`src/hdl/pcs_rx_pkg.sv`:
```
package pcs_rx_pkg;

    // Block format
    localparam logic [1:0] SYNC_DATA = 2'b01;
    localparam logic [1:0] SYNC_CTRL = 2'b10;
    localparam int BLOCK_W = 66;
    localparam int WORD_W = 64;
    localparam int LANES = 8;

    // Block type field in the first payload byte of a control block
    localparam logic [7:0] BT_IDLE = 8'h1E;
    localparam logic [7:0] BT_START0 = 8'h78;
    localparam logic [7:0] BT_TERM7 = 8'hFF;

    // XGMII control characters
    localparam logic [7:0] XC_IDLE = 8'h07;
    localparam logic [7:0] XC_START = 8'hFB;
    localparam logic [7:0] XC_TERM = 8'hFD;
    localparam logic [7:0] XC_ERROR = 8'hFE;

    // Lock thresholds counted in sync headers
    localparam logic [6:0] LOCK_GOOD_CNT = 7'd64;
    localparam logic [6:0] UNLOCK_BAD_CNT = 7'd16;
    localparam logic [6:0] BER_WINDOW = 7'd64;

    // Scrambler polynomial x^58 + x^39 + 1
    localparam int SCR_TAP_A = 39;
    localparam int SCR_TAP_B = 58;

endpackage

```
`src/hdl/rx_block_if.sv`:
```
`timescale 1ns/1ps

interface rx_block_if;

    // One 66-bit block split into header and payload
    logic [pcs_rx_pkg::WORD_W-1:0] block_data;
    logic [1:0] block_header;
    logic block_valid;

    // Bit slip request back to the gearbox
    logic slip;

    modport gearbox (
        output block_data,
        output block_header,
        output block_valid,
        input slip
    );

    modport lock (
        input block_header,
        input block_valid,
        output slip
    );

    modport sink (
        input block_data,
        input block_header,
        input block_valid
    );

endinterface

```
`src/hdl/rx_gearbox.sv`:
```
`timescale 1ns/1ps

module rx_gearbox (
    input logic i_rxc,
    input logic i_rst_n,
    input logic [pcs_rx_pkg::WORD_W-1:0] i_rxd,
    rx_block_if.gearbox o_blk
);

    // Holds up to 65 leftover bits plus one new word
    logic [pcs_rx_pkg::WORD_W+pcs_rx_pkg::BLOCK_W-1:0] buf_q;
    logic [7:0] fill_q;

    logic [pcs_rx_pkg::WORD_W+pcs_rx_pkg::BLOCK_W-1:0] merged;
    logic [7:0] merged_fill;
    logic emit;

    always_comb begin
        // New word lands right above the bits already held
        merged = buf_q | ({{pcs_rx_pkg::BLOCK_W{1'b0}}, i_rxd} << fill_q);
        merged_fill = fill_q + 8'(pcs_rx_pkg::WORD_W);
        // Slip drops the oldest buffered bit
        if (o_blk.slip) begin
            merged = merged >> 1;
            merged_fill = merged_fill - 8'd1;
        end
        emit = (merged_fill >= 8'(pcs_rx_pkg::BLOCK_W));
    end

    // Bits above the fill level must stay zero for the merge above
    always_ff @(posedge i_rxc) begin
        if (!i_rst_n) begin
            buf_q <= '0;
            fill_q <= 8'd0;
            o_blk.block_valid <= 1'b0;
        end else if (emit) begin
            buf_q <= merged >> pcs_rx_pkg::BLOCK_W;
            fill_q <= merged_fill - 8'(pcs_rx_pkg::BLOCK_W);
            o_blk.block_valid <= 1'b1;
        end else begin
            buf_q <= merged;
            fill_q <= merged_fill;
            o_blk.block_valid <= 1'b0;
        end
    end

    // Oldest bits form the block with the header first on the wire
    always_ff @(posedge i_rxc) begin
        if (emit) begin
            o_blk.block_header <= merged[1:0];
            o_blk.block_data <= merged[pcs_rx_pkg::BLOCK_W-1:2];
        end
    end

    // At most one gap per 33 cycles, so gaps never pair up without a slip
    a_no_double_gap: assert property (
        @(posedge i_rxc) disable iff (!i_rst_n)
        ($past(i_rst_n, 2) && !$past(o_blk.block_valid) && !o_blk.block_valid)
            |-> $past(o_blk.slip)
    );

endmodule

```
`src/hdl/block_lock.sv`:
```
`timescale 1ns/1ps

module block_lock (
    input logic i_rxc,
    input logic i_rst_n,
    rx_block_if.lock i_blk,
    output logic o_block_lock
);

    logic [6:0] good_cnt;
    logic [6:0] hdr_cnt;
    logic [6:0] bad_cnt;
    logic skip_next;
    logic hdr_good;

    assign hdr_good = (i_blk.block_header == pcs_rx_pkg::SYNC_DATA)
        || (i_blk.block_header == pcs_rx_pkg::SYNC_CTRL);

    always_ff @(posedge i_rxc) begin
        if (!i_rst_n) begin
            good_cnt <= 7'd0;
            hdr_cnt <= 7'd0;
            bad_cnt <= 7'd0;
            skip_next <= 1'b0;
            i_blk.slip <= 1'b0;
            o_block_lock <= 1'b0;
        end else begin
            i_blk.slip <= 1'b0;
            if (i_blk.block_valid) begin
                if (skip_next) begin
                    // Block was cut before the slip took effect
                    skip_next <= 1'b0;
                end else if (!o_block_lock) begin
                    if (!hdr_good) begin
                        good_cnt <= 7'd0;
                        i_blk.slip <= 1'b1;
                        skip_next <= 1'b1;
                    end else if (good_cnt == pcs_rx_pkg::LOCK_GOOD_CNT - 7'd1) begin
                        good_cnt <= 7'd0;
                        hdr_cnt <= 7'd0;
                        bad_cnt <= 7'd0;
                        o_block_lock <= 1'b1;
                    end else begin
                        good_cnt <= good_cnt + 7'd1;
                    end
                end else if (!hdr_good && bad_cnt == pcs_rx_pkg::UNLOCK_BAD_CNT - 7'd1) begin
                    // Too many errors in this window
                    o_block_lock <= 1'b0;
                    hdr_cnt <= 7'd0;
                    bad_cnt <= 7'd0;
                end else if (hdr_cnt == pcs_rx_pkg::BER_WINDOW - 7'd1) begin
                    hdr_cnt <= 7'd0;
                    bad_cnt <= 7'd0;
                end else begin
                    hdr_cnt <= hdr_cnt + 7'd1;
                    bad_cnt <= bad_cnt + {6'd0, !hdr_good};
                end
            end
        end
    end

    // Gearbox alignment must hold still once locked
    a_no_slip_locked: assert property (
        @(posedge i_rxc) disable iff (!i_rst_n)
        !(i_blk.slip && o_block_lock)
    );

endmodule

```
`src/hdl/descrambler.sv`:
```
`timescale 1ns/1ps

module descrambler (
    input logic i_rxc,
    input logic i_rst_n,
    rx_block_if.sink i_blk,
    output logic [pcs_rx_pkg::WORD_W-1:0] o_plain
);

    // hist[0] is the oldest bit, hist[57] the one just before data bit 0
    logic [pcs_rx_pkg::SCR_TAP_B-1:0] hist;
    logic [pcs_rx_pkg::WORD_W+pcs_rx_pkg::SCR_TAP_B-1:0] stream;

    assign stream = {i_blk.block_data, hist};

    always_comb begin
        for (int i = 0; i < pcs_rx_pkg::WORD_W; i++) begin
            o_plain[i] = stream[i + pcs_rx_pkg::SCR_TAP_B]
                ^ stream[i + pcs_rx_pkg::SCR_TAP_B - pcs_rx_pkg::SCR_TAP_A]
                ^ stream[i];
        end
    end

    // Keep the last 58 scrambled bits seen on the line
    always_ff @(posedge i_rxc) begin
        if (!i_rst_n) begin
            hist <= '0;
        end else if (i_blk.block_valid) begin
            hist <= i_blk.block_data[pcs_rx_pkg::WORD_W-1:
                pcs_rx_pkg::WORD_W-pcs_rx_pkg::SCR_TAP_B];
        end
    end

endmodule

```
`src/hdl/decode_6466b.sv`:
```
`timescale 1ns/1ps

module decode_6466b (
    input logic i_rxc,
    input logic i_rst_n,
    rx_block_if.sink i_blk,
    input logic [pcs_rx_pkg::WORD_W-1:0] i_plain,
    output logic [pcs_rx_pkg::WORD_W-1:0] o_rxd,
    output logic [pcs_rx_pkg::LANES-1:0] o_rxctl,
    output logic o_rx_valid
);

    logic [pcs_rx_pkg::WORD_W-1:0] dec_rxd;
    logic [pcs_rx_pkg::LANES-1:0] dec_rxctl;
    logic [7:0] block_type;

    // Type field sits in the first payload byte
    assign block_type = i_plain[7:0];

    always_comb begin
        dec_rxd = {pcs_rx_pkg::LANES{pcs_rx_pkg::XC_ERROR}};
        dec_rxctl = '1;
        if (i_blk.block_header == pcs_rx_pkg::SYNC_DATA) begin
            dec_rxd = i_plain;
            dec_rxctl = '0;
        end else if (i_blk.block_header == pcs_rx_pkg::SYNC_CTRL) begin
            case (block_type)
                pcs_rx_pkg::BT_IDLE: begin
                    dec_rxd = {pcs_rx_pkg::LANES{pcs_rx_pkg::XC_IDLE}};
                    dec_rxctl = '1;
                end
                pcs_rx_pkg::BT_START0: begin
                    dec_rxd = {i_plain[63:8], pcs_rx_pkg::XC_START};
                    dec_rxctl = 8'h01;
                end
                // Seven data bytes then terminate in the last lane
                pcs_rx_pkg::BT_TERM7: begin
                    dec_rxd = {pcs_rx_pkg::XC_TERM, i_plain[63:8]};
                    dec_rxctl = 8'h80;
                end
                default: begin
                    dec_rxd = {pcs_rx_pkg::LANES{pcs_rx_pkg::XC_ERROR}};
                    dec_rxctl = '1;
                end
            endcase
        end
    end

    always_ff @(posedge i_rxc) begin
        if (!i_rst_n) begin
            o_rxd <= {pcs_rx_pkg::LANES{pcs_rx_pkg::XC_IDLE}};
            o_rxctl <= '1;
            o_rx_valid <= 1'b0;
        end else begin
            o_rx_valid <= i_blk.block_valid;
            // Hold the last word through gearbox gaps
            if (i_blk.block_valid) begin
                o_rxd <= dec_rxd;
                o_rxctl <= dec_rxctl;
            end
        end
    end

    // Only the four supported lane patterns can leave the decoder
    a_ctl_pattern: assert property (
        @(posedge i_rxc) disable iff (!i_rst_n)
        o_rx_valid |-> (o_rxctl inside {8'h00, 8'h01, 8'h80, 8'hFF})
    );

endmodule

```
`src/hdl/pcs_rx.sv`:
```
`timescale 1ns/1ps

module pcs_rx (
    input logic i_rxc,
    input logic i_rst_n,
    input logic [pcs_rx_pkg::WORD_W-1:0] i_rxd,
    output logic [pcs_rx_pkg::WORD_W-1:0] o_rxd,
    output logic [pcs_rx_pkg::LANES-1:0] o_rxctl,
    output logic o_rx_valid,
    output logic o_block_lock
);

    rx_block_if blk ();

    // Descrambled payload on its way to the decoder
    logic [pcs_rx_pkg::WORD_W-1:0] plain;

    rx_gearbox u_gearbox (
        .i_rxc(i_rxc),
        .i_rst_n(i_rst_n),
        .i_rxd(i_rxd),
        .o_blk(blk.gearbox)
    );

    block_lock u_lock (
        .i_rxc(i_rxc),
        .i_rst_n(i_rst_n),
        .i_blk(blk.lock),
        .o_block_lock(o_block_lock)
    );

    descrambler u_descrambler (
        .i_rxc(i_rxc),
        .i_rst_n(i_rst_n),
        .i_blk(blk.sink),
        .o_plain(plain)
    );

    decode_6466b u_decoder (
        .i_rxc(i_rxc),
        .i_rst_n(i_rst_n),
        .i_blk(blk.sink),
        .i_plain(plain),
        .o_rxd(o_rxd),
        .o_rxctl(o_rxctl),
        .o_rx_valid(o_rx_valid)
    );

endmodule

```
`config.mk`:
```
export PLATFORM = sky130hd
export DESIGN_NAME = pcs_rx
export DESIGN_NICKNAME = d
export VERILOG_FILES = /design/src/hdl/pcs_rx_pkg.sv /design/src/hdl/rx_block_if.sv /design/src/hdl/rx_gearbox.sv /design/src/hdl/block_lock.sv /design/src/hdl/descrambler.sv /design/src/hdl/decode_6466b.sv /design/src/hdl/pcs_rx.sv
export SDC_FILE = /design/constraint.sdc
export NUM_CORES = 1
export LEC_CHECK = 0
export BUFFER_PORTS_ARGS = -buffer_cell sky130_fd_sc_hd__buf_2
export CORE_ASPECT_RATIO = 0.8
export CORE_MARGIN = 3
export CORE_UTILIZATION = 28
export DETAILED_ROUTE_END_ITERATION = 8
export PLACE_DENSITY = 0.55
export RECOVER_POWER = 100
export SLEW_MARGIN = 5
export SYNTH_ARGS = -nofsm -noshare
export SYNTH_HDL_FRONTEND = slang
export SYNTH_HIERARCHICAL = 1
export SYNTH_SLANG_ARGS = --single-unit
```
`constraint.sdc`:
```
create_clock -name i_rxc -period 4.45 [get_ports i_rxc]
set_input_delay 1.335 -clock i_rxc [delete_from_list [all_inputs] [get_ports i_rxc]]
set_output_delay 1.335 -clock i_rxc [all_outputs]
set_load 0.01 [all_outputs]
```
==> reports/results.tsv, run 1 <==
stage	metric	value	unit
status	status	finished with violations	
status	violations in the final reports	capacitance limit, slew limit	
grt	first-pass GRT wire length	156000	um
grt	GRT Util Overall	24.11	%
worst_setup_path	crit-path cells	clkbuf_1, mux4_2, mux2_1, mux2i_1, clkbuf_1, a22o_1, nor3_1, o22ai_1, o32ai_1	
clock_network	H-tree levels	2	
clock_network	Clk Latency, worst-skew pair	600	ps
synthesis	top cell type's share of synthesized area	24.54	%
synthesis	syn_area_per_cell	9.305	um2
detailed_routing	DRC	0	
grt	grt ovf	0	
timing	worst clock skew	46.31	ps
timing	fmax	237.4	MHz
worst_setup_path	Buf/Inv on CP	2	
worst_setup_path	CP Capture Type	register	
worst_setup_path	Slowest cell on crit path	nor3_1	
detailed_routing	WL per Instance	29.05	um
clock_network	TritonCTS clock tree	done	
synthesis	cell count after synthesis	2534	
worst_setup_path	Setup crit start kind	register	
final_layout	layout cell share with drive strength beyond 1	17.05	%
floorplanning	Chip Width	330.4	um
synthesis	area leader, netlist	dfxtp_1	
grt	maximum number of pins on one net before global-route repair	81	
worst_setup_path	crit path DAT	4710	ps
floorplanning	initial core utilization	28.48	%
synthesis	mapped cell area	23580	um2
floorplanning	Die Area	87750	um2
clock_network	CTS Hold Bufs	0	
worst_setup_path	CP Class	register to register	
clock_network	Sink Count	355	
synthesis	Post-Syn Nets	2607	
detailed_routing	total number of vias	22710	
detailed_routing	Routed Antenna Nets	0	
final_layout	area grow syn2layout	14.24	%
synthesis	synth top area cells	dfxtp_1 25%, mux4_2 9.0%, edfxtp_1 8.4%, mux2i_1 6.7%, xnor2_1 5.1%	
worst_setup_path	CP required	4950	ps
floorplanning	Die H	265.6	um
final_layout	fin cells	3774	
timing	final slew viol count	123	
detailed_routing	initial detailed-routing violation count	3304	
place	post-DP HPWL	84300	um
power	Worst VDD drop	0.6659	mV
synthesis	YS warnings	6	
clock_network	Root Driver	clkbuf_16	
clock_network	clk buf depth	3	
floorplanning	FP Rows	94	
timing	Fin. Hold Viols	0	
detailed_routing	final WL	109600	um
timing	crit path setup slack, layout	237.3	ps
timing	Final setup viols	0	
clock_network	post-CTS setup buffers	0	
floorplanning	core area	82800	um2
timing	RSZ-0062 raised after global routing	no	
place	Place WS	289.7	ps
job	max_cap viols	3	
worst_setup_path	Most Frequent Cell on Critical Path	clkbuf_1	
place	Placed Cells	3699	
detailed_routing	Vias/cell	6.018	
clock_network	Clock Pin Slew Worst Setup and Hold Paths	60	ps
clock_network	TritonCTS buffer count	40	
synthesis	Post-synth top flop	dfxtp_1	
synthesis	Post-synth EDFFs	66	
power	Leak Pwr	9.505	nW
timing	period utilization	94.67	%
place	GPL Wtd Cong	1.059	
grt	initial antenna violation count	5	
timing	Worst Tran Pin Value	2232	ps
synthesis	Synth cell types	102	
timing	Slew HR	-48.80	%
synthesis	synthesized flop and latch total	355	
grt	vias in the first global route	21190	
synthesis	async set-or-reset flop fraction in the synthesized netlist	0	%
clock_network	post-cts resize count	0	
power	total power	0.02717	W
timing	TNS Setup	0	ps
timing	Period minus WS final	4213	ps
worst_setup_path	Worst Path Max Fanout	55	
floorplanning	number of placed I/O pins	140	
final_layout	Fill cells	8716	
worst_setup_path	Crit path max-delay family	simple AND/OR/NAND/NOR gates	
synthesis	Seq/Total Area, Yosys	32.94	%
place	IO Port Bufs	139	
detailed_routing	DRT Pass-1 Iters	6	
worst_hold_path	worst min path class	register to register	
final_layout	Nets	2710	
worst_setup_path	max incr delay on CP	890	ps
power	PwrDens	1009	nW/um2
-- Yosys cell counts (16+ instances only) --
master and n:
o221ai_1 19, a31oi_1 30, nand4_1 19, a22oi_1 42, dfxtp_1 289, buf_4 16, nand3_1 43, a22o_1 34
nand2b_1 28, nor2_1 217, a21oi_1 129, inv_1 33, or2_2 19, nor3_1 44, o2bb2ai_1 51, a211oi_1 34
nand2_1 214, a221oi_1 32, edfxtp_1 66, a21o_1 17, xnor2_1 137, buf_1 26, o22ai_1 37, o21ai_0 77
clkbuf_1 123, buf_2 33, nor2b_1 70, and2_1 17, mux2_2 66, mux4_2 94, o211ai_1 42, mux2i_1 159
-- logic make-up (layout without fill, tap and decap cells) --
group	Yosys count	count (layout)	share of synthesized area, %
mux	319	319	18.88
fa+ha+maj	7	7	0.3714
simple gates	737	737	14.94
other cells	0	2	0
xor+xnor	143	143	5.344
buf+inv	250	384	4.818
flops	355	355	32.94
compound gates	723	723	22.71
-- area by class of cell --
| type | instances | area [um2] | area share (%) |
|---|---|---|---|
| clock buffer | 55 | 1139 | 4.227 |
| tap | 1104 | 1381 | 5.128 |
| timing repair buffer | 269 | 1623 | 6.024 |
| multi-input combinational | 1929 | 14640 | 54.35 |
| antenna | 2 | 5.005 | 0.01858 |
| sequential | 355 | 7787 | 28.91 |
| inverter | 42 | 162.7 | 0.6038 |
| clock inverter | 18 | 200.2 | 0.7432 |
-- tightest hold or removal path, cell delays in order, from the launching register on --
cell	delay [ps]
dfxtp_1	310
nand2_1	50
a21oi_1	30
-- layout by cell type, fill, tap and decap left out, types with 28 or more instances in the layout --
master	instances
nor3_1	44
inv_1	31
buf_4	101
mux4_2	94
dfxtp_1	283
edfxtp_1	66
a31oi_1	30
a22o_1	34
a22oi_1	42
nand2_1	214
o211ai_1	42
nor2_1	215
clkbuf_1	99
a21oi_1	129
nand3_1	43
mux2i_1	159
nor2b_1	70
nand2b_1	28
buf_2	64
o2bb2ai_1	51
a211oi_1	35
o22ai_1	37
o21ai_0	82
a221oi_1	32
xnor2_1	137
clkbuf_16	41
mux2_2	54
-- where the power goes --
part           internal, W  switching, W
registers          0.00479       0.00122
clock network      0.00193       0.00148
logic              0.00607        0.0117
total               0.0128        0.0144
-- through the flow --
step | instance area, um2 | hold slack, ps | util, %
final | 26940 | 431.2 | 32.53
after global routing | 26930 | 438.7 | 32.53
after CTS | 27170 | 434.4 | 32.82
after detailed placement | 25830 | 425.9 | 31.20
after global placement | 25830 | 419.4 | 31.20
after floorplan | 23580 | 406.9 | -
-- flip-flops by register name, indices dropped and copies added, names as in the netlist --
name / flops
u_gearbox/o_blk.block_valid: 1
u_decoder/o_rx_valid: 1
u_decoder/o_rxctl: 3
u_lock/good_cnt: 7
u_descrambler/hist: 58
u_gearbox/buf_q: 130
u_gearbox/fill_q: 8
u_decoder/o_rxd: 64
u_lock/o_block_lock: 1
u_gearbox/o_blk.block_header: 2
u_lock/hdr_cnt: 7
u_lock/i_blk.slip: 1
u_lock/skip_next: 1
u_lock/bad_cnt: 7
u_gearbox/o_blk.block_data: 64
-- worst paths after layout --
path / start / end / slack [ps] / cells after the start
worst max-delay path: u_gearbox/fill_q[2]$_SDFF_PN0_ / u_gearbox/buf_q[47]$_SDFF_PN0_ / 240 / 9
worst min-delay path: u_lock/good_cnt[6]$_SDFFE_PN0P_ / u_lock/good_cnt[6]$_SDFFE_PN0P_ / 430 / 2
worst max register to register: u_gearbox/fill_q[2]$_SDFF_PN0_ / u_gearbox/buf_q[47]$_SDFF_PN0_ / 240 / 9
worst min register to register: u_lock/good_cnt[6]$_SDFFE_PN0P_ / u_lock/good_cnt[6]$_SDFFE_PN0P_ / 430 / 2
-- layer usage --
metal / part of all wire, % / track usage, % / wire length (um)
met5: 0.047 / 0 / 52
met4: 4.0 / 8.666 / 4437
met3: 12 / 9.076 / 13500
met2: 41 / 34.44 / 45420
met1: 42 / 33.01 / 46230
Note: power is estimated with default switching activity, not from simulation.
==> inputs of run 2 (changes only) <==
--- a/config.mk
+++ b/config.mk
@@ -5,12 +5,12 @@
 export SDC_FILE = /design/constraint.sdc
 export NUM_CORES = 1
 export LEC_CHECK = 0
-export BUFFER_PORTS_ARGS = -buffer_cell sky130_fd_sc_hd__buf_2
 export CORE_ASPECT_RATIO = 0.8
 export CORE_MARGIN = 3
 export CORE_UTILIZATION = 28
 export DETAILED_ROUTE_END_ITERATION = 8
-export PLACE_DENSITY = 0.55
+export DONT_BUFFER_PORTS = 1
+export PLACE_DENSITY = 0.54
 export RECOVER_POWER = 100
 export SLEW_MARGIN = 5
 export SYNTH_ARGS = -nofsm -noshare
==> reports/results.tsv, run 2 (synthesis results as in run 1) <==
stage	metric	value	unit	change
status	status	finished with violations		
status	violations in the final reports	capacitance limit, slew limit		
worst_hold_path	worst min path class	register to register		
grt	maximum number of pins on one net before global-route repair	134		+65%
final_layout	max reg flops	130		unchanged
timing	minimum hold slack	425.8	ps	-5.346 ps
worst_setup_path	crit path DAT	4440	ps	-270 ps
timing	fmax	249.6	MHz	+5.1%
clock_network	H-tree levels	2		unchanged
timing	TNS Setup	0	ps	unchanged
clock_network	Sink Count	355		unchanged
detailed_routing	Vias/cell	6.123		+1.7%
detailed_routing	DRC	0		unchanged
power	Worst VDD drop	0.5272	mV	-21%
final_layout	top flop regs	u_gearbox/buf_q: 130 flops, u_decoder/o_rxd: 64 flops, u_gearbox/o_blk.block_data: 64 flops		
clock_network	Root Driver	clkbuf_16		
worst_setup_path	CP required	4880	ps	-70 ps
worst_setup_path	FF-to-FF setup slack	440	ps	+210 ps
final_layout	area grow syn2layout	11.76	%	
detailed_routing	DRT Pass-1 Iters	7		+1
clock_network	post-cts resize count	0		unchanged
timing	Period minus WS final	4007	ps	-205.8 ps
worst_setup_path	Setup crit start kind	register		
worst_setup_path	r2r endpoint	u_gearbox/buf_q[3]$_SDFF_PN0_		
grt	grt ovf	0		unchanged
final_layout	most frequent cells in the layout	283 x dfxtp_1, 215 x nor2_1, 214 x nand2_1, 159 x mux2i_1, 137 x xnor2_1		
job	max_cap viols	1		-2
grt	first-pass GRT wire length	155000	um	-0.65%
worst_setup_path	CP Class	register to register		
final_layout	Design Area, Final	26350	um2	-2.2%
place	GPL Wtd Cong	1.057		-0.23%
floorplanning	FP Rows	94		unchanged
worst_hold_path	WHS Endpoint	u_lock/hdr_cnt[6]$_SDFFE_PN0P_		
floorplanning	core area	82800	um2	unchanged
timing	worst clock skew	47.66	ps	+1.357 ps
floorplanning	Chip Width	330.4	um	unchanged
power	PwrDens	1029	nW/um2	+2.0%
clock_network	Clk Latency, worst-skew pair	590	ps	about the same
worst_hold_path	Hold Path Cell Cnt	2		unchanged
floorplanning	initial core utilization	28.48	%	unchanged
detailed_routing	initial detailed-routing violation count	3574		+8.2%
timing	RSZ-0062 raised after global routing	no		
detailed_routing	WL per Instance	30.24	um	+4.1%
worst_setup_path	Worst Path Max Fanout	26		-53%
clock_network	clk buf depth	3		unchanged
final_layout	Top reg by flops	u_gearbox/buf_q		
floorplanning	number of placed I/O pins	140		unchanged
place	DP Area	25050	um2	-3.0%
timing	period utilization	90.04	%	-4.6 points
place	IO Port Bufs	0		-100%
worst_setup_path	Reg2Reg Depth	9		unchanged
clock_network	post-CTS setup buffers	0		unchanged
timing	Worst Tran Pin Value	1496	ps	-735.8 ps
final_layout	most common cell after layout, fill and taps aside	dfxtp_1		
timing	Final setup viols	0		unchanged
place	post-DP HPWL	85060	um	+0.91%
worst_setup_path	CP Capture Type	register		
detailed_routing	Routed Antenna Nets	0		unchanged
grt	GRT Util Overall	24.14	%	about the same
timing	final slew viol count	1		-99%
timing	Fin. Hold Viols	0		unchanged
detailed_routing	total number of vias	22260		-2.0%
clock_network	CTS Hold Bufs	0		unchanged
final_layout	Layout Utilization	31.83	%	-0.71 points
detailed_routing	final WL	109900	um	+0.25%
timing	Slew HR	-0.4174	%	+48 points
worst_hold_path	Worst Hold Launch	u_lock/hdr_cnt[6]$_SDFFE_PN0P_		
grt	vias in the first global route	20080		-5.2%
final_layout	Nets	2566		-5.3%
floorplanning	Die H	265.6	um	unchanged
grt	initial antenna violation count	3		-2
floorplanning	Die Area	87750	um2	unchanged
final_layout	layout cell share with drive strength beyond 1	15.28	%	-1.8 points
clock_network	TritonCTS clock tree	done		
clock_network	Clock Pin Slew Worst Setup and Hold Paths	60	ps	about the same
worst_setup_path	FF-to-FF Start	u_gearbox/fill_q[1]$_SDFF_PN0_		
clock_network	TritonCTS buffer count	41		+2.5%
power	Leak Pwr	9.163	nW	-3.6%
power	total power	0.02712	W	-0.20%
==> run 2: cell count changes in the layout (fill, tap and decap cells not counted), sizes merged <==
cell,delta
buf,-72
bufinv,+3
clkbuf,-72
clkinv,-3
diode,+3
inv,+2
==> run 2: where the power goes <==
part | leakage [nW] | internal (W) | switching (W)
Combinational | 5.39 | 0.00578 | 0.0115
Clock | 0.711 | 0.00218 | 0.00148
Sequential | 3.06 | 0.00480 | 0.00139
==> run 2: layer usage <==
layer  track usage (%)  part of all wire (%)  vias up
met2             34.00                    41     1395
met5                 0                 0.021        -
met1             34.76                    43    11050
li1                  -                     -     9562
met3             6.930                    12      246
met4             8.690                   4.1        4
==> run 2: through the flow <==
| stage | cells | setup slack (ps) |
|---|---|---|
| 3_3_place_gp | 3554 | 451.4 |
| 3_5_place_dp | 3554 | 449.2 |
| 4_1_cts | 3630 | 720.9 |
| 5_1_grt | 3630 | 223.6 |
| 6_report | 3635 | 443.1 |
| 2_1_floorplan | 2534 | 321.4 |
==> run 2: area by class of cell <==
type,count,area (um2)
Fill cell,8730,56450
Multi-Input combinational cell,1929,14640
Sequential cell,355,7787
Tap cell,1104,1381
Clock buffer,56,1185
Timing Repair Buffer,124,917.1
Clock inverter,20,266.5
Inverter,42,162.7
Antenna cell,5,12.51
==> run 2: worst max-delay path: stages, from the launching register on <==
cell	delay, ps
dfxtp_4	600
buf_4	340
mux4_2	550
a222oi_1	330
clkbuf_1	300
a22oi_1	170
a31oi_1	740
a2111oi_0	320
o32ai_1	370
o21ai_0	120
==> run 2: worst max path at each step <==
stage | slack [ps] | start | depth (start not counted) | to
detailed placement | 450 | i_rxd[50] | 7 | u_gearbox/buf_q[7]$_SDFF_PN0_
finish | 440 | u_gearbox/fill_q[1]$_SDFF_PN0_ | 9 | u_gearbox/buf_q[3]$_SDFF_PN0_
CTS | 720 | u_gearbox/fill_q[1]$_SDFF_PN0_ | 10 | u_gearbox/buf_q[33]$_SDFF_PN0_
global placement | 450 | i_rxd[18] | 6 | u_gearbox/o_blk.block_data[46]$_DFFE_PP_
floorplan | 320 | u_gearbox/fill_q[0]$_SDFF_PN0_ | 13 | u_gearbox/buf_q[5]$_SDFF_PN0_
global route | 220 | u_gearbox/fill_q[1]$_SDFF_PN0_ | 9 | u_gearbox/buf_q[44]$_SDFF_PN0_
